## src/common/accCore_config.svh

```systemverilog
`ifndef ACC_CORE_CONFIG_SVH
`define ACC_CORE_CONFIG_SVH

// datapath and instruction sizes
`define ACC_DATA_W     8
`define ACC_INSTR_W    9
`define ACC_PC_W       8
`define ACC_REG_IDX_W  3

// register counts, t0..t3 and acc0..acc5
`define ACC_NUM_T      4
`define ACC_NUM_ACC    6

// opcodes, instruction bits 7..2 when bit 8 is set
`define ACC_OPC_LDM0   6'b000000
`define ACC_OPC_LDM1   6'b000001
`define ACC_OPC_LDM2   6'b000010
`define ACC_OPC_LDM3   6'b000011
`define ACC_OPC_LDM4   6'b000100
`define ACC_OPC_LDR1   6'b000101
`define ACC_OPC_LDR4   6'b000110
`define ACC_OPC_LDR5   6'b000111
`define ACC_OPC_ADD1   6'b001000
`define ACC_OPC_ADD4   6'b001001
`define ACC_OPC_ADD5   6'b001010
`define ACC_OPC_SUB1   6'b001101
`define ACC_OPC_SUB3   6'b001110
`define ACC_OPC_SUB4   6'b001111
`define ACC_OPC_SUB5   6'b010000
`define ACC_OPC_STR1   6'b010010
`define ACC_OPC_STR2   6'b010011
`define ACC_OPC_STR3   6'b010100
`define ACC_OPC_STM0   6'b010101
`define ACC_OPC_STM1   6'b010110
`define ACC_OPC_STM3   6'b010111
`define ACC_OPC_STM4   6'b011000
`define ACC_OPC_STM5   6'b011001
`define ACC_OPC_MOV    6'b011010
`define ACC_OPC_SRL    6'b011011
`define ACC_OPC_SRA    6'b011100
`define ACC_OPC_BNZR   6'b011110
`define ACC_OPC_HALT   6'b110110

// branch lookup table, selected by the 2-bit arg of bnzr
`define ACC_BR_TARGET0 8'h10
`define ACC_BR_TARGET1 8'h20
`define ACC_BR_TARGET2 8'h30
`define ACC_BR_TARGET3 8'h04

`endif

```

## src/common/accCorePkg.sv

```systemverilog
`include "accCore_config.svh"

package accCorePkg;

  // set immediate view, opFlag low
  typedef struct packed {
    logic                   opFlag;
    logic [`ACC_DATA_W-1:0] imm;
  } immView_t;

  // operation view, opFlag high
  typedef struct packed {
    logic       opFlag;
    logic [5:0] opcode;
    logic [1:0] arg;
  } opView_t;

  // one 9-bit word, read either way depending on bit 8
  typedef union packed {
    immView_t immView;
    opView_t  opView;
  } instrWord_t;

  // register select, isReg high for t registers, low for accumulators
  typedef struct packed {
    logic                      isReg;
    logic [`ACC_REG_IDX_W-1:0] idx;
  } regSel_t;

  typedef enum logic [1:0] {
    ALU_ADD,
    ALU_SUB,
    ALU_SRL,
    ALU_SRA
  } aluOp_t;

  // write-back data source
  typedef enum logic [1:0] {
    SRC_ALU,
    SRC_IMM,
    SRC_MEM,
    SRC_READ1
  } regSrc_t;

  // full control word for one instruction
  typedef struct packed {
    regSel_t                read1;
    regSel_t                read2;
    logic                   writeEn;
    regSel_t                writeReg;
    regSrc_t                regSrc;
    aluOp_t                 aluOp;
    logic [`ACC_DATA_W-1:0] imm;
    logic                   memWrite;
    logic                   isBranch;
    logic [1:0]             brIdx;
    logic                   halt;
  } ctrlWord_t;

endpackage

```

## src/decode/instrDecode.sv

```systemverilog
`timescale 1ns/1ns
`include "accCore_config.svh"

module instrDecode (
  input  logic                   rst,
  input  logic                   halted,
  input  accCorePkg::instrWord_t instr,
  output accCorePkg::ctrlWord_t  ctrl
);

  logic [1:0] arg;

  // t register operand named by the low two bits
  assign arg = instr.opView.arg;

  function automatic accCorePkg::regSel_t tSel(input logic [1:0] n);
    accCorePkg::regSel_t s;
    s.isReg = 1'b1;
    s.idx = {1'b0, n};
    return s;
  endfunction

  function automatic accCorePkg::regSel_t accSel(input logic [2:0] n);
    accCorePkg::regSel_t s;
    s.isReg = 1'b0;
    s.idx = n;
    return s;
  endfunction

  // acc_n gets t_arg from memory (SRC_MEM) or from the register itself (SRC_READ1)
  function automatic accCorePkg::ctrlWord_t loadCtrl(input accCorePkg::regSrc_t src,
                                                     input logic [2:0] n, input logic [1:0] a);
    accCorePkg::ctrlWord_t c;
    c = '0;
    c.read1 = tSel(a);
    c.writeEn = 1'b1;
    c.writeReg = accSel(n);
    c.regSrc = src;
    return c;
  endfunction

  // acc_n = acc_n op t_arg
  function automatic accCorePkg::ctrlWord_t accAluCtrl(input accCorePkg::aluOp_t op,
                                                       input logic [2:0] n, input logic [1:0] a);
    accCorePkg::ctrlWord_t c;
    c = '0;
    c.read1 = accSel(n);
    c.read2 = tSel(a);
    c.writeEn = 1'b1;
    c.writeReg = accSel(n);
    c.aluOp = op;
    return c;
  endfunction

  // t_arg = src register, mov and str share this
  function automatic accCorePkg::ctrlWord_t copyCtrl(input accCorePkg::regSel_t src,
                                                     input logic [1:0] a);
    accCorePkg::ctrlWord_t c;
    c = '0;
    c.read1 = src;
    c.writeEn = 1'b1;
    c.writeReg = tSel(a);
    c.regSrc = accCorePkg::SRC_READ1;
    return c;
  endfunction

  // mem[t_arg] = acc_n, address on read1 and data on read2
  function automatic accCorePkg::ctrlWord_t storeCtrl(input logic [2:0] n, input logic [1:0] a);
    accCorePkg::ctrlWord_t c;
    c = '0;
    c.read1 = tSel(a);
    c.read2 = accSel(n);
    c.memWrite = 1'b1;
    return c;
  endfunction

  // in-place shift of t_arg
  function automatic accCorePkg::ctrlWord_t shiftCtrl(input accCorePkg::aluOp_t op,
                                                      input logic [1:0] a);
    accCorePkg::ctrlWord_t c;
    c = '0;
    c.read1 = tSel(a);
    c.writeEn = 1'b1;
    c.writeReg = tSel(a);
    c.aluOp = op;
    return c;
  endfunction

  always_comb begin
    ctrl = '0;
    if (!instr.immView.opFlag) begin
      // set immediate always lands in t0
      ctrl.writeEn = 1'b1;
      ctrl.writeReg = tSel(2'd0);
      ctrl.regSrc = accCorePkg::SRC_IMM;
      ctrl.imm = instr.immView.imm;
    end else begin
      case (instr.opView.opcode)
        `ACC_OPC_LDM0: ctrl = loadCtrl(accCorePkg::SRC_MEM, 3'd0, arg);
        `ACC_OPC_LDM1: ctrl = loadCtrl(accCorePkg::SRC_MEM, 3'd1, arg);
        `ACC_OPC_LDM2: ctrl = loadCtrl(accCorePkg::SRC_MEM, 3'd2, arg);
        `ACC_OPC_LDM3: ctrl = loadCtrl(accCorePkg::SRC_MEM, 3'd3, arg);
        `ACC_OPC_LDM4: ctrl = loadCtrl(accCorePkg::SRC_MEM, 3'd4, arg);
        `ACC_OPC_LDR1: ctrl = loadCtrl(accCorePkg::SRC_READ1, 3'd1, arg);
        `ACC_OPC_LDR4: ctrl = loadCtrl(accCorePkg::SRC_READ1, 3'd4, arg);
        `ACC_OPC_LDR5: ctrl = loadCtrl(accCorePkg::SRC_READ1, 3'd5, arg);
        `ACC_OPC_ADD1: ctrl = accAluCtrl(accCorePkg::ALU_ADD, 3'd1, arg);
        `ACC_OPC_ADD4: ctrl = accAluCtrl(accCorePkg::ALU_ADD, 3'd4, arg);
        `ACC_OPC_ADD5: ctrl = accAluCtrl(accCorePkg::ALU_ADD, 3'd5, arg);
        `ACC_OPC_SUB1: ctrl = accAluCtrl(accCorePkg::ALU_SUB, 3'd1, arg);
        `ACC_OPC_SUB3: ctrl = accAluCtrl(accCorePkg::ALU_SUB, 3'd3, arg);
        `ACC_OPC_SUB4: ctrl = accAluCtrl(accCorePkg::ALU_SUB, 3'd4, arg);
        `ACC_OPC_SUB5: ctrl = accAluCtrl(accCorePkg::ALU_SUB, 3'd5, arg);
        `ACC_OPC_STR1: ctrl = copyCtrl(accSel(3'd1), arg);
        `ACC_OPC_STR2: ctrl = copyCtrl(accSel(3'd2), arg);
        `ACC_OPC_STR3: ctrl = copyCtrl(accSel(3'd3), arg);
        `ACC_OPC_MOV:  ctrl = copyCtrl(tSel(2'd0), arg);
        `ACC_OPC_STM0: ctrl = storeCtrl(3'd0, arg);
        `ACC_OPC_STM1: ctrl = storeCtrl(3'd1, arg);
        `ACC_OPC_STM3: ctrl = storeCtrl(3'd3, arg);
        `ACC_OPC_STM4: ctrl = storeCtrl(3'd4, arg);
        `ACC_OPC_STM5: ctrl = storeCtrl(3'd5, arg);
        `ACC_OPC_SRL:  ctrl = shiftCtrl(accCorePkg::ALU_SRL, arg);
        `ACC_OPC_SRA:  ctrl = shiftCtrl(accCorePkg::ALU_SRA, arg);
        `ACC_OPC_BNZR: begin
          // t0 tested on read1, arg picks the table entry
          ctrl.read1 = tSel(2'd0);
          ctrl.isBranch = 1'b1;
          ctrl.brIdx = arg;
        end
        `ACC_OPC_HALT: ctrl.halt = 1'b1;
        // unknown opcodes fall through as no-op
        default: ctrl = '0;
      endcase
    end
    // no side effects in reset or after halt
    if (rst || halted) begin
      ctrl.memWrite = 1'b0;
      ctrl.writeEn = 1'b0;
    end
  end

endmodule

```

## src/hdl/accCore.sv

```systemverilog
`timescale 1ns/1ns
`include "accCore_config.svh"

module accCore (
  input  logic                   clk,
  input  logic                   rst,
  input  accCorePkg::instrWord_t instr,
  input  logic [`ACC_DATA_W-1:0] memRdData,
  output logic [`ACC_PC_W-1:0]   pc,
  output logic [`ACC_DATA_W-1:0] memAddr,
  output logic [`ACC_DATA_W-1:0] memWrData,
  output logic                   memWrite,
  output logic                   halted
);

  accCorePkg::ctrlWord_t  ctrl;
  logic [`ACC_DATA_W-1:0] rdData1;
  logic [`ACC_DATA_W-1:0] rdData2;
  logic [`ACC_DATA_W-1:0] aluResult;

  // stores use t_arg as address and the accumulator as data
  assign memAddr = rdData1;
  assign memWrData = rdData2;
  assign memWrite = ctrl.memWrite;

  instrDecode instrDecode_i (
    .rst    (rst),
    .halted (halted),
    .instr  (instr),
    .ctrl   (ctrl)
  );

  fetchUnit fetchUnit_i (
    .clk     (clk),
    .rst     (rst),
    .ctrl    (ctrl),
    .rdData1 (rdData1),
    .pc      (pc),
    .halted  (halted)
  );

  regFile regFile_i (
    .clk       (clk),
    .rst       (rst),
    .ctrl      (ctrl),
    .aluResult (aluResult),
    .memRdData (memRdData),
    .rdData1   (rdData1),
    .rdData2   (rdData2)
  );

  alu alu_i (
    .ctrl      (ctrl),
    .rdData1   (rdData1),
    .rdData2   (rdData2),
    .aluResult (aluResult)
  );

endmodule

```

## src/hdl/alu.sv

```systemverilog
`timescale 1ns/1ns
`include "accCore_config.svh"

module alu (
  input  accCorePkg::ctrlWord_t  ctrl,
  input  logic [`ACC_DATA_W-1:0] rdData1,
  input  logic [`ACC_DATA_W-1:0] rdData2,
  output logic [`ACC_DATA_W-1:0] aluResult
);

  logic [`ACC_DATA_W-1:0] sum;
  logic [`ACC_DATA_W-1:0] diff;

  // wraps modulo 256, no carry kept
  assign sum = rdData1 + rdData2;
  assign diff = rdData1 - rdData2;

  always_comb begin
    case (ctrl.aluOp)
      accCorePkg::ALU_ADD: begin
        aluResult = sum;
      end
      accCorePkg::ALU_SUB: begin
        aluResult = diff;
      end
      accCorePkg::ALU_SRL: begin
        // zero fill from the top
        aluResult = {1'b0, rdData1[`ACC_DATA_W-1:1]};
      end
      accCorePkg::ALU_SRA: begin
        // sign bit copied down
        aluResult = {rdData1[`ACC_DATA_W-1], rdData1[`ACC_DATA_W-1:1]};
      end
    endcase
  end

endmodule

```

## src/hdl/fetchUnit.sv

```systemverilog
`timescale 1ns/1ns
`include "accCore_config.svh"

module fetchUnit (
  input  logic                   clk,
  input  logic                   rst,
  input  accCorePkg::ctrlWord_t  ctrl,
  input  logic [`ACC_DATA_W-1:0] rdData1,
  output logic [`ACC_PC_W-1:0]   pc,
  output logic                   halted
);

  // fixed branch targets, indexed by brIdx
  localparam logic [`ACC_PC_W-1:0] brTable [4] = '{
    `ACC_BR_TARGET0,
    `ACC_BR_TARGET1,
    `ACC_BR_TARGET2,
    `ACC_BR_TARGET3
  };

  logic brTaken;

  // bnzr tests t0, which sits on read port 1
  assign brTaken = ctrl.isBranch && (rdData1 != '0);

  always_ff @(posedge clk) begin
    if (rst) begin
      pc <= '0;
      halted <= 1'b0;
    end else if (!halted) begin
      if (ctrl.halt) begin
        // pc stays on the halt word
        halted <= 1'b1;
      end else if (brTaken) begin
        pc <= brTable[ctrl.brIdx];
      end else begin
        pc <= pc + 1'b1;
      end
    end
  end

endmodule

```

## src/hdl/regFile.sv

```systemverilog
`timescale 1ns/1ns
`include "accCore_config.svh"

module regFile (
  input  logic                   clk,
  input  logic                   rst,
  input  accCorePkg::ctrlWord_t  ctrl,
  input  logic [`ACC_DATA_W-1:0] aluResult,
  input  logic [`ACC_DATA_W-1:0] memRdData,
  output logic [`ACC_DATA_W-1:0] rdData1,
  output logic [`ACC_DATA_W-1:0] rdData2
);

  // t0..t3 and acc0..acc5
  logic [`ACC_DATA_W-1:0] tRegs   [`ACC_NUM_T];
  logic [`ACC_DATA_W-1:0] accRegs [`ACC_NUM_ACC];
  logic [`ACC_DATA_W-1:0] wrData;

  // unmapped indices read as zero
  function automatic logic [`ACC_DATA_W-1:0] readReg(input accCorePkg::regSel_t sel);
    logic [`ACC_DATA_W-1:0] val;
    val = '0;
    if (sel.isReg) begin
      if (!sel.idx[2]) begin
        val = tRegs[sel.idx[1:0]];
      end
    end else if (sel.idx < `ACC_NUM_ACC) begin
      val = accRegs[sel.idx];
    end
    return val;
  endfunction

  // two combinational read ports
  always_comb begin
    rdData1 = readReg(ctrl.read1);
    rdData2 = readReg(ctrl.read2);
  end

  // write-back source select
  always_comb begin
    case (ctrl.regSrc)
      accCorePkg::SRC_ALU:   wrData = aluResult;
      accCorePkg::SRC_IMM:   wrData = ctrl.imm;
      accCorePkg::SRC_MEM:   wrData = memRdData;
      accCorePkg::SRC_READ1: wrData = rdData1;
    endcase
  end

  always_ff @(posedge clk) begin
    if (rst) begin
      for (int i = 0; i < `ACC_NUM_T; i++) begin
        tRegs[i] <= '0;
      end
      for (int i = 0; i < `ACC_NUM_ACC; i++) begin
        accRegs[i] <= '0;
      end
    end else if (ctrl.writeEn) begin
      if (ctrl.writeReg.isReg) begin
        if (!ctrl.writeReg.idx[2]) begin
          tRegs[ctrl.writeReg.idx[1:0]] <= wrData;
        end
      end else if (ctrl.writeReg.idx < `ACC_NUM_ACC) begin
        accRegs[ctrl.writeReg.idx] <= wrData;
      end
    end
  end

endmodule

```

## config.mk

```make
export PLATFORM = sky130hd
export DESIGN_NAME = accCore
export DESIGN_NICKNAME = d
export VERILOG_FILES = /design/src/common/accCorePkg.sv /design/src/decode/instrDecode.sv /design/src/hdl/accCore.sv /design/src/hdl/alu.sv /design/src/hdl/fetchUnit.sv /design/src/hdl/regFile.sv
export VERILOG_INCLUDE_DIRS = /design/src /design/src/common
export SDC_FILE = /design/constraint.sdc
export NUM_CORES = 1
export LEC_CHECK = 0
export ABC_CLOCK_PERIOD_IN_PS = 16200
export BUFFER_PORTS_ARGS = -buffer_cell sky130_fd_sc_hd__buf_2
export CAP_MARGIN = 25
export CORE_AREA = 4 4 151 124
export DETAILED_ROUTE_END_ITERATION = 7
export DIE_AREA = 0 0 155 128
export GPL_TIMING_DRIVEN = 1
export PLACE_DENSITY = 0.57
export SKIP_CTS_REPAIR_TIMING = 1
export SLEW_MARGIN = 20
export SYNTH_ARGS = -nofsm -noshare
export SYNTH_HDL_FRONTEND = slang
export SYNTH_SLANG_ARGS = --single-unit
```

## constraint.sdc

```tcl
create_clock -name clk -period 16.2 [get_ports clk]
set_input_delay 3.24 -clock clk [delete_from_list [all_inputs] [get_ports clk]]
set_output_delay 3.24 -clock clk [all_outputs]
set_load 0.05 [all_outputs]
```

* Word level (Yosys, flattened, before mapping)
Memory sizes are Yosys's and may differ from the RTL's. Index checks and enable logic that the tools add are counted.
Word-level totals: memory bits (writable) 80, memories kept 2, input port bits 19, logic and storage cells 106, bits in registers 9, output and inout bits 26
Cells by class: reduce and logical (&&, ||, !) cells 16, equality and inequality tests 33, $add $sub $neg 3, order comparisons 4, bitwise logic cells 3, mux-type cells 43
Memories:
- regFile_i.accRegs | words 6, bits a word 8, rd ports 2, clocked after memory_dff 0, write ports 6, RTL line regFile.sv:16 | logic [`ACC_DATA_W-1:0] accRegs [`ACC_NUM_ACC];
- regFile_i.tRegs | words 4, bits a word 8, rd ports 2, clocked after memory_dff 0, write ports 4, RTL line regFile.sv:15 | logic [`ACC_DATA_W-1:0] tRegs [`ACC_NUM_T];
Operators with widths (number):
- $pmux W22 S23 | 1
- $mux W8 | 13
- $eq A6 B5 Y1 const B | 13
- $pmux W8 S4 | 2
- $eq A6 B4 Y1 const B | 6
- $pmux W4 S7 | 1
- $eq A6 B3 Y1 const B | 4
- $mux W1 | 19
- $bmux W8 S2 | 1
- $reduce_or A8 Y1 | 2
- $reduce_or A15 Y1 | 1
- $eq A6 B2 Y1 const B | 2
- $lt A3 B3 Y1 const B | 3
- $add A8 B1 Y8 const B | 1
- $add A8 B8 Y8 | 1
- $eq A2 B2 Y1 const B | 4
- $reduce_bool A8 Y1 | 1
- $reduce_or A2 Y1 | 4
- $sub A8 B8 Y8 | 1
- $mux W7 | 1
- $eq A6 B1 Y1 const B | 1
- $eq A6 B6 Y1 const B | 1
- $logic_not A6 Y1 | 1
- $mux W3 | 2
- 12 further kinds | 16

* Logic depth before layout (Yosys ltp)
Gate-level depths: netlist of run 1.
word-level depth 12, depth in mapped cells 29, gate-level depth less buffers 24

* By module
Synthesis of run 1 repeated with hierarchy kept, for this count alone.
Second synthesis, totals: cell total of the unflattened synthesis 677, area total of the unflattened synthesis 6706.4 um^2
Modules (own cells, without submodules):
- regFile | seq. area each 2402.3 um^2, cells an instance 400, area an instance 4838.4 um^2, times used 1
- instrDecode | seq. area each 0.0 um^2, cells an instance 140, area an instance 820.8 um^2, times used 1
- alu | seq. area each 0.0 um^2, cells an instance 74, area an instance 524.3 um^2, times used 1
- fetchUnit | seq. area each 180.2 um^2, cells an instance 63, area an instance 523.0 um^2, times used 1

* Worst setup path before layout of run 1
No wires, ideal clock.
path type input -> output, start input port instr[3] (netlist bit), end output port memWrData[3], required time 12.960 ns, slack 6.928 ns, data arrival time 6.032 ns, cell stages on the path 10, path buffers 5, cells stage by stage buf_6 buf_6 buf_2 nor2_1 nand4_1 nand3_1 buf_2 nand2_1 buf_2 a221oi_1
Between the ends: longest elaborated chain between the ends 7
RTL lines:
- start, declared | RTL line accCore.sv:7 | input accCorePkg::instrWord_t instr,
- $eq A6 B5 Y1 | RTL line instrDecode.sv:98 | case (instr.opView.opcode)
- $reduce_or A4 Y1 (no source line)
- $pmux W22 S23 (*) | RTL line instrDecode.sv:98
- $mux W8 (*) | RTL line instrDecode.sv:91 | if (!instr.immView.opFlag) begin
- $mem_v2 Z6 W8, or another cell as far along
- $mux W8 (on tied branches) | RTL line regFile.sv:27, regFile.sv:24
- $mux W8 (*) | RTL line regFile.sv:23 | if (sel.isReg) begin
- end, declared | RTL line accCore.sv:11 | output logic [`ACC_DATA_W-1:0] memWrData,
Mark *: on every way between the ends. The rest lies on a longest branch, timed or not.

* Worst setup path in the final report of run 1
start input port instr[6] (netlist bit), end output port memAddr[5]
Between the ends: longest elaborated chain between the ends 7
RTL lines:
- $eq A6 B1 Y1, or another cell as far along | RTL line instrDecode.sv:98
- $reduce_or A15 Y1 (no source line), or another cell as far along
- $pmux W4 S7 (*) | RTL line instrDecode.sv:98
- $mux W8 (*) | RTL line instrDecode.sv:91
- $mem_v2 Z6 W8, or another cell as far along
- $mux W8 (on tied branches) | RTL line regFile.sv:27, regFile.sv:24
- $mux W8 (*) | RTL line regFile.sv:23
- end, declared | RTL line accCore.sv:10 | output logic [`ACC_DATA_W-1:0] memAddr,
Marked as above.

==> results of run 1 <==
-- cells by family after synthesis --
kind of cell	after synthesis	share of synthesized area
and+or+nand+nor	280	0.2167
DFF	89	0.3836
adders and majority gates	11	0.02156
xor gates and xnor gates	15	0.01951
buffers and inverters	56	0.04683
muxes	76	0.1277
AOI/OAI and AO/OA	173	0.1842
-- final cells by class --
type / instances / area [µm²] / share of cell area
repair buffers: 53 / 287.8 / 0.03902
well taps: 225 / 281.5 / 0.03817
inverters: 15 / 56.30 / 0.007635
clock inverters: 7 / 100.1 / 0.01357
clock buffers: 9 / 225.2 / 0.03054
multi-input cells: 555 / 3841 / 0.5209
flip-flops and latches: 89 / 2582 / 0.3502
-- synthesized netlist by cell type, types with 9 or more instances --
master and instances:
o21ai_0 27, ha_1 10, nor2b_1 37, o22ai_1 10
buf_2 9, nor2_1 77, nand2b_1 28, buf_4 9
a21oi_1 34, nand2_1 55, dfxtp_1 9, edfxtp_1 80
mux2i_1 48, inv_1 13, clkbuf_1 14, xor2_1 12
nand3_1 18, mux2_2 21, a21o_1 11
-- worst min path at each step --
stage,to,cells after the start,slack (ns)
after global routing,fetchUnit_i.pc[0],2,0.54
after floorplan,fetchUnit_i.pc[0],2,0.70
after CTS,fetchUnit_i.pc[0],2,0.50
after detailed placement,fetchUnit_i.pc[0],2,0.49
after global placement,fetchUnit_i.pc[0],2,0.48
final,fetchUnit_i.pc[0],2,0.50
-- state kept, by name (all words and copies together) (netlist names) --
| signal | count |
|---|---|
| fetchUnit_i.halted | 1 |
| fetchUnit_i.pc | 8 |
| regFile_i.accRegs | 48 |
| regFile_i.tRegs | 32 |
-- where the power goes --
group | leakage (nW) | switching (W) | total, W | internal (W)
Combinational | 1.90 | 0.000130 | 0.000195 | 0.0000651
Clock | 0.156 | 0.0000951 | 0.000232 | 0.000137
Sequential | 0.901 | 0.0000107 | 0.000274 | 0.000263
Total | 2.96 | 0.000236 | 0.000701 | 0.000465
-- critical path, delay by kind of cell --
| kind | cells | cell delay (ns) |
|---|---|---|
| AOI/OAI and AO/OA | 5 | 1.12 |
| buffers and inverters | 3 | 1.06 |
| muxes | 1 | 0.48 |
| and+or+nand+nor | 1 | 0.52 |
-- routing by layer --
layer  GRT usage  vias up
met3     0.06649       32
li1            -     2664
met5           0        -
met2      0.3271      276
met4     0.06957        0
met1      0.3394     2856
-- layout by cell type (no fill, tap or decap), drive strengths merged, types with 11 or more instances in the layout --
| cell type | netlist | final |
|---|---|---|
| buf | 27 | 53 |
| inv | 14 | 17 |
| nand3 | 18 | 18 |
| mux2i | 48 | 48 |
| nand2b | 28 | 28 |
| mux2 | 23 | 23 |
| xor2 | 12 | 12 |
| o21ai | 35 | 35 |
| nand2 | 57 | 57 |
| a21oi | 38 | 38 |
| a21o | 11 | 11 |
| nor2 | 80 | 80 |
| edfxtp | 80 | 80 |
| nor2b | 38 | 38 |
-- metrics by stage --
step / power (W) / cell area (µm²) / cells / worst slack [ns] / util
floorplan: 0.0004089 / 6733 / 700 / 6.928 / -
global placement: 0.0004702 / 7042 / 936 / 6.559 / 0.4103
detailed placement: 0.0004710 / 7049 / 937 / 6.580 / 0.4107
CTS: 0.0007017 / 7375 / 953 / 6.575 / 0.4297
global route: 0.0007262 / 7375 / 953 / 6.370 / 0.4297
finish: 0.0007014 / 7375 / 953 / 6.497 / 0.4297
==> results.yml, run 1 <==
logic_synthesis:
  synth-edff-count: 80
  synth_nets: 730
  synth_top_cells_by_area: "edfxtp_1 36%, mux2i_1 7.1%, nor2_1 4.3%, mux2_2 3.5%, nor2b_1 3.4%"
  yosys_register_bits: 89
  ys.flop_type: "edfxtp_1"
  synth_area_per_cell_um2: 9.618
  asyncSetResetFlopFracSynth: 0
  synth.lib_cells_used.distinct: 88
  synth.largest_area_cell: "edfxtp_1"
  yosys.area.top_type_share: 0.3568
  syn-instance-count: 700
  sequential_area_share_after_synthesis: 0.3836
  synthesis.yosys.warnings: 0
  synth_area_mm2: 0.006733
floorplan:
  std_cell_rows: 43
  initial_core_util: 0.3923
  top_level_ports: 45
  fp.dieW_um: 155
  chipHeight_um: 128
  design.core.area_mm2: 0.01716
  die_area_mm2: 0.01984
global_route:
  grt_remaining_overflow: 0
  grt_first_pass_wirelength_mm: 34.19
  grt_pass1_vias: 5410
  globalRouteTotalUtil: 0.2307
  grt_max_degree: 36
  number_of_antenna_violations_at_the_first_check_in_global_routing: 0
layout:
  num-fill-cells: 1662
  fin_nets: 753
  final_layout_size_suffix_gt1_frac: 0.1772
  antennaDiodeCount: 0
  flow.area_growth_from_synthesis_pct: 9.534
sta:
  setup_violations: 0
  achievable_freq_ghz: 0.1031
  timing.final.hold_violations: 0
  min_period_over_period: 0.5989
  tightestPinTransition_ns: 0.9360
  hold-worst-slack_ns: 0.4963
  clock-skew-final_ns: 0.01269
  rsz0062_at_grt: "no"
  timing.slew.headroom: 0.3760
  slew_viol_final: 0
  final.min_clock_period_ns: 9.703
  setup_tns_after_final_layout_ns: 0
critical_path:
  timing_worst_setup_path_type: "input pin to output port"
  critical_path.startpoint_type: "input pin"
  rrSetupSlack_ns: 11.29
  r2r_start: "regFile_i.accRegs[1][0]"
  worst_path_max_delay_cell: "or3b_2"
  critical_path_cell_by_cell: "buf_2 -> or3b_2 -> o21ai_0 -> a21oi_2 -> o21ai_2 -> buf_4 -> mux2i_1 -> o21ai_0 -> a32o_1 -> buf_2"
  critical_path.endpoint: "memAddr[5]"
  timing.critical_path.from: "instr[6]"
  timing.reg2reg.worst_path_depth: 20
  critPathMaxStageDelay_ns: 0.52
  timing.critical_path.arrival_ns: 6.46
  crit_path_max_fanout: 31
  worst_ep_required_time_ns: 12.96
  critical_path.endpoint_type: "output port"
  reg2reg_to: "regFile_i.tRegs[2][7]"
route:
  met2_wirelength_mm: 9.759
  post-route-drc-count: 0
  first_iter_violations: 814
  maxUsedRoutingLayer: "met4"
  detailroute.via_count: 5828
  detail_route.wirelength_mm: 23.16
  detail_routed_via_count_per_cell: 6.115
  route.layer.met1.wl_mm: 10.66
  drt-pass1-iter-count: 5
  antenna_left: 0
  met3_length_mm: 2.243
  wl_cell_um: 24.30
pwr:
  peakVddDrop_uv: 53.43
  cellPowerDensity_mw_per_mm2: 95.11
  power.static_leakage_nw: 2.958
clock_tree:
  clk_pin_slew_ns: 0.07
  clockBufferDepth: 2
  cts_num_sinks: 89
  clock_insertion_delay_worst_skew_ns: 0.36
  tritoncts_clock_tree: "done"
  clock_tree.root_cell: "clkbuf_16"
  cts-htree-levels: 3
  numCtsBuffers: 9
run_status:
  outcome: "finished clean"
min_path:
  worst_hold_path_type: "flop to flop"
  min_from: "fetchUnit_i.pc[0]"
placed_design:
  dp.final_hpwl_mm: 17.36
  io_buffers: 44
  place.gp.congestion: 0.9993
flow_run:
  max_cap_violations: 0
No activity file was read; power rests on OpenSTA's default activity.
==> run 2: changes to the inputs <==
--- a/config.mk
+++ b/config.mk
@@ -6,14 +6,14 @@
 export SDC_FILE = /design/constraint.sdc
 export NUM_CORES = 1
 export LEC_CHECK = 0
-export ABC_CLOCK_PERIOD_IN_PS = 16200
+export ABC_CLOCK_PERIOD_IN_PS = 8400
 export BUFFER_PORTS_ARGS = -buffer_cell sky130_fd_sc_hd__buf_2
 export CAP_MARGIN = 25
 export CORE_AREA = 4 4 151 124
 export DETAILED_ROUTE_END_ITERATION = 7
 export DIE_AREA = 0 0 155 128
 export GPL_TIMING_DRIVEN = 1
-export PLACE_DENSITY = 0.57
+export PLACE_DENSITY = 0.59
 export SKIP_CTS_REPAIR_TIMING = 1
 export SLEW_MARGIN = 20
 export SYNTH_ARGS = -nofsm -noshare
==> constraint.sdc (replaced) <==
create_clock -name clk -period 8.4 [get_ports clk]
set_input_delay 1.68 -clock clk [delete_from_list [all_inputs] [get_ports clk]]
set_output_delay 1.68 -clock clk [all_outputs]
set_load 0.05 [all_outputs]
==> run 2 against run 1 <==
Effect of this change: clock power is 120% higher; design area is 1.5% higher; combinational power is 96% higher; first-iteration DRC count is 11% lower; clock skew is 0.0033 ns lower; core utilization is 0.63 points higher; non-clock buffer count is 8 higher; critical path depth is 16 higher; die area stayed put; worst hold slack better by 0.010 ns; critical path type is now input pin to flop; highest routed layer unchanged.
==> results.yml, run 2 (same netlist as run 1, synthesis figures left out) <==
layout:
  antennaDiodeCount: 0
  largestRegisters: "regFile_i.accRegs (48), regFile_i.tRegs (32), fetchUnit_i.pc (8)"
  registers.top_by_ff_count: "regFile_i.accRegs"
  layout.cells.most_common: "edfxtp_1"
  final_layout_size_suffix_gt1_frac: 0.1875
  num-fill-cells: 1674
  largest_register_ffs: 48
  final_cell_utilization_of_the_core: 0.4360
  instances_no_fill: 961
  commonest_cells_after_routing_fill_and_taps_aside: "80 x edfxtp_1, 77 x nor2_1, 55 x nand2_1, 48 x mux2i_1, 44 x buf_2"
  fin_nets: 761
  flow.area_growth_from_synthesis_pct: 11.15
pwr:
  switching_share: 0.3213
  power_frac_comb: 0.271
  pwr-share-seq: 0.370
  cellPowerDensity_mw_per_mm2: 189.3
  power.static_leakage_nw: 3.024
  peakVddDrop_uv: 112.7
  power.internal_w: 0.0009612
  clockPowerShare: 0.359
  power.net_switching_w: 0.0004551
sta:
  timing.final.hold_violations: 0
  achievable_freq_ghz: 0.1375
  final.min_clock_period_ns: 7.275
  setup_violations: 0
  setup_tns_after_final_layout_ns: 0
  hold-worst-slack_ns: 0.5064
  slew_viol_final: 0
  tightestPinTransition_ns: 0.9987
  clock-skew-final_ns: 0.009375
  timing.slew.headroom: 0.3342
  min_period_over_period: 0.8661
  rsz0062_at_grt: "no"
placed_design:
  place.gp.congestion: 0.9332
  dpl.cell_count: 945
  io_buffers: 44
  dp.final_hpwl_mm: 17.43
min_path:
  worst_hold_path_type: "flop to flop"
clock_tree:
  numCtsBuffers: 9
  cts-htree-levels: 3
  cts_num_sinks: 89
  clockBufferDepth: 2
  clock_tree.root_cell: "clkbuf_16"
  clock_insertion_delay_worst_skew_ns: 0.36
  tritoncts_clock_tree: "done"
  clk_pin_slew_ns: 0.07
critical_path:
  worst_path_max_delay_cell: "a211oi_4"
  worst_ep_required_time_ns: 8.49
  crit_path_max_fanout: 32
  timing_worst_setup_path_type: "input pin to flop"
  crit_buf_inv: 4
  critical_path.endpoint_type: "flop"
  path_delay_family: "compound AO/OA/AOI/OAI gates"
  timing.critical_path.arrival_ns: 7.37
  rrSetupSlack_ns: 3.65
  critPathMaxStageDelay_ns: 0.58
  cpMostUsedCell: "o21ai_0"
  critical_path.startpoint_type: "input pin"
route:
  detailroute.via_count: 5920
  post-route-drc-count: 0
  antenna_left: 0
  drt-pass1-iter-count: 8
  first_iter_violations: 727
  wl_cell_um: 24.15
  detail_routed_via_count_per_cell: 6.160
  detail_route.wirelength_mm: 23.21
global_route:
  grt_pass1_vias: 5608
  number_of_antenna_violations_at_the_first_check_in_global_routing: 0
  grt_first_pass_wirelength_mm: 35.06
  grt_remaining_overflow: 0
  globalRouteTotalUtil: 0.2337
  grt_max_degree: 36
run_status:
  outcome: "finished clean"
floorplan:
  design.core.area_mm2: 0.01716
  chipHeight_um: 128
  die_area_mm2: 0.01984
  fp.dieW_um: 155
  std_cell_rows: 43
  top_level_ports: 45
  initial_core_util: 0.3923
flow_run:
  max_cap_violations: 0
-- run 2: worst register-to-register path: stages, from the launching register on --
cell      delay [ns]
edfxtp_1        0.35
inv_1           0.04
o311ai_0        0.75
a21oi_1         0.19
a221oi_1        0.75
o21ai_0         0.26
xor2_1          0.20
ha_1            0.35
a21o_1          0.17
a21oi_1         0.16
xor2_1          0.21
a21oi_1         0.11
o221ai_2        0.82
nor2_1          0.13
-- run 2: path summary, 6_finish.rpt --
| kind | startpoint | endpoint | depth (start not counted) |
|---|---|---|---|
| max | instr[2] | regFile_i.tRegs[2][7] | 26 |
| min | fetchUnit_i.pc[0] | fetchUnit_i.pc[0] | 2 |
| max reg2reg | regFile_i.tRegs[2][3] | regFile_i.accRegs[1][6] | 13 |
| min reg2reg | fetchUnit_i.pc[0] | fetchUnit_i.pc[0] | 2 |
-- run 2: per-layer routing --
metal | wire length, µm | GRT usage | share of wire
met1 | 10340 | 0.3452 | 0.45
met2 | 10250 | 0.3519 | 0.44
met3 | 2307 | 0.05535 | 0.099
met4 | 301 | 0.04413 | 0.013
met5 | 0 | 0 | 0
-- run 2: area by class of cell --
cell class	count	area, µm²	area share
clock buffer	9	225.2	0.03010
tap	225	281.5	0.03762
sequential	89	2582	0.3451
timing repair buffer	61	347.8	0.04648
inverter	15	56.30	0.007524
multi-input combinational	555	3841	0.5133
clock inverter	7	148.9	0.01990
-- run 2: stage by stage --
step / cell area [µm²] / worst slack, ns / total power [W]
4_1_cts: 7483 / 1.336 / 0.001418
2_1_floorplan: 6733 / 1.458 / 0.0007887
3_5_place_dp: 7109 / 0.9974 / 0.0009097
3_3_place_gp: 7109 / 1.071 / 0.0009069
5_1_grt: 7483 / 0.9461 / 0.001470
6_report: 7483 / 1.125 / 0.001416
-- run 2: power by group through the flow --
| stage | registers, W | clock network (W) | logic (W) |
|---|---|---|---|
| 2_1_floorplan | 0.000529 | 0 | 0.000260 |
| 3_3_place_gp | 0.000532 | 0 | 0.000375 |
| 3_5_place_dp | 0.000533 | 0 | 0.000377 |
| 4_1_cts | 0.000523 | 0.000516 | 0.000379 |
| 5_1_grt | 0.000525 | 0.000535 | 0.000410 |
| 6_report | 0.000524 | 0.000509 | 0.000383 |
==> run 3: changes to the inputs <==
--- a/config.mk
+++ b/config.mk
@@ -9,11 +9,11 @@
 export ABC_CLOCK_PERIOD_IN_PS = 8400
 export BUFFER_PORTS_ARGS = -buffer_cell sky130_fd_sc_hd__buf_2
 export CAP_MARGIN = 25
-export CORE_AREA = 4 4 151 124
+export CORE_AREA = 4 4 130 107
 export DETAILED_ROUTE_END_ITERATION = 7
-export DIE_AREA = 0 0 155 128
+export DIE_AREA = 0 0 134 111
 export GPL_TIMING_DRIVEN = 1
-export PLACE_DENSITY = 0.59
+export PLACE_DENSITY = 0.76
 export SKIP_CTS_REPAIR_TIMING = 1
 export SLEW_MARGIN = 20
 export SYNTH_ARGS = -nofsm -noshare
==> run 3 against run 2 <==
Effect of this change: worst hold slack gained 0.010 ns; cell count fell by 5.7%; combinational power barely moved; power shrank 4.2%; global-route usage grew 6.9 points.
==> results.yml, run 3 (same netlist as run 1, synthesis figures left out) <==
critical_path:
  worst_ep_required_time_ns: 8.49
  r2r_start: "regFile_i.tRegs[2][4]"
  crit_path_max_fanout: 31
  rrSetupSlack_ns: 3.82
  critical_path.startpoint_type: "input pin"
  crit_buf_inv: 3
  critPathMaxStageDelay_ns: 0.67
  critical_path.endpoint_type: "flop"
  timing.reg2reg.worst_path_depth: 15
  timing.critical_path.arrival_ns: 7.29
  reg2reg_to: "regFile_i.tRegs[2][7]"
  worst_path_max_delay_cell: "a21oi_1"
  path_delay_family: "compound AO/OA/AOI/OAI gates"
  timing_worst_setup_path_type: "input pin to flop"
layout:
  largestRegisters: "regFile_i.accRegs (48), regFile_i.tRegs (32), fetchUnit_i.pc (8)"
  registers.top_by_ff_count: "regFile_i.accRegs"
  fin_nets: 756
  multi_input_comb_area_mm2: 0.003835
  antennaDiodeCount: 0
  layout.cells.most_common: "edfxtp_1"
  num-fill-cells: 1137
  commonest_cells_after_routing_fill_and_taps_aside: "80 x edfxtp_1, 77 x nor2_1, 55 x nand2_1, 48 x mux2i_1, 44 x buf_2"
  final_layout_size_suffix_gt1_frac: 0.1792
  ff_latch_area_mm2: 0.002582
  flow.area_growth_from_synthesis_pct: 8.846
  largest_register_ffs: 48
  post-route-cell-area_mm2: 0.007328
placed_design:
  io_buffers: 44
  place_area_mm2: 0.007003
  place.gp.congestion: 0.9867
  dp.final_hpwl_mm: 16.69
pwr:
  power.static_leakage_nw: 2.973
  power.total_w: 0.001356
  cellPowerDensity_mw_per_mm2: 185.1
  peakVddDrop_uv: 173.0
route:
  detail_route.wirelength_mm: 22.47
  wl_cell_um: 24.80
  drt-pass1-iter-count: 5
  antenna_left: 0
  first_iter_violations: 907
  detail_routed_via_count_per_cell: 6.595
  post-route-drc-count: 0
  detailroute.via_count: 5975
sta:
  setup_violations: 0
  clock-skew-final_ns: 0.01089
  hold-worst-slack_ns: 0.5164
  min_period_over_period: 0.8578
  timing.final.hold_violations: 0
  setup_tns_after_final_layout_ns: 0
  final.min_clock_period_ns: 7.205
  tightestPinTransition_ns: 0.9470
  achievable_freq_ghz: 0.1388
  timing.slew.headroom: 0.3687
  rsz0062_at_grt: "no"
  slew_viol_final: 0
run_status:
  outcome: "finished clean"
min_path:
  worst_hold_path_type: "flop to flop"
  worstHoldPathCells: 2
  worst_hold_path.endpoint: "fetchUnit_i.pc[0]"
  min_from: "fetchUnit_i.pc[0]"
clock_tree:
  tritoncts_clock_tree: "done"
  cts-htree-levels: 3
  numCtsBuffers: 9
  cts_num_sinks: 89
  clk_pin_slew_ns: 0.07
  clock_insertion_delay_worst_skew_ns: 0.36
  clock_tree.root_cell: "clkbuf_16"
  clockBufferDepth: 2
floorplan:
  top_level_ports: 45
  chipHeight_um: 111
  die_area_mm2: 0.01487
  design.core.area_mm2: 0.01264
  initial_core_util: 0.5327
  std_cell_rows: 37
  fp.dieW_um: 134
global_route:
  grt_max_degree: 36
  number_of_antenna_violations_at_the_first_check_in_global_routing: 0
  grt_remaining_overflow: 0
  grt_first_pass_wirelength_mm: 34.28
  grt_pass1_vias: 5629
  globalRouteTotalUtil: 0.3028
flow_run:
  max_cap_violations: 0
run 3: worst min-delay path, stage by stage (launching register included):
cell and delay, ns:
dfxtp_1 0.35, nand2_1 0.07, a21oi_1 0.06
run 3: layer usage:
metal | global-route usage | vias to the layer above | routed length (µm)
met5 | 0 | - | 0
met4 | 0.09116 | 0 | 619
met3 | 0.05717 | 41 | 2308
met2 | 0.4312 | 390 | 9476
met1 | 0.4637 | 2872 | 10060
li1 | - | 2672 | -
run 3: worst max path at each step:
stage                            end  cells after the start     start
6_report       regFile_i.tRegs[2][7]                     25  instr[6]
5_1_grt        regFile_i.tRegs[3][7]                     25  instr[6]
4_1_cts        regFile_i.tRegs[2][7]                     25  instr[6]
3_5_place_dp   regFile_i.tRegs[2][7]                     25  instr[5]
3_3_place_gp   regFile_i.tRegs[2][7]                     25  instr[6]
2_1_floorplan  regFile_i.tRegs[1][7]                     20  instr[3]
run 3: power breakdown:
part	switching, W	total, W	internal [W]
registers	0.0000167	0.000524	0.000507
clock network	0.000187	0.000452	0.000265
logic	0.000253	0.000380	0.000127
total	0.000457	0.00136	0.000900
run 3: final cells by class:
type,count,share of cell area
multi-input combinational,555,0.5233
inverter,15,0.007683
clock buffer,10,0.03124
sequential,89,0.3524
clock inverter,6,0.01315
timing repair buffer,56,0.04234
tap,175,0.02988
run 3: through the flow:
stage / setup WS [ns] / util / std cells
after floorplan: 1.458 / - / 700
after global placement: 1.069 / 0.5541 / 890
after detailed placement: 0.9522 / 0.5541 / 890
after CTS: 1.311 / 0.5798 / 906
after global routing: 0.7488 / 0.5798 / 906
final: 1.195 / 0.5798 / 906
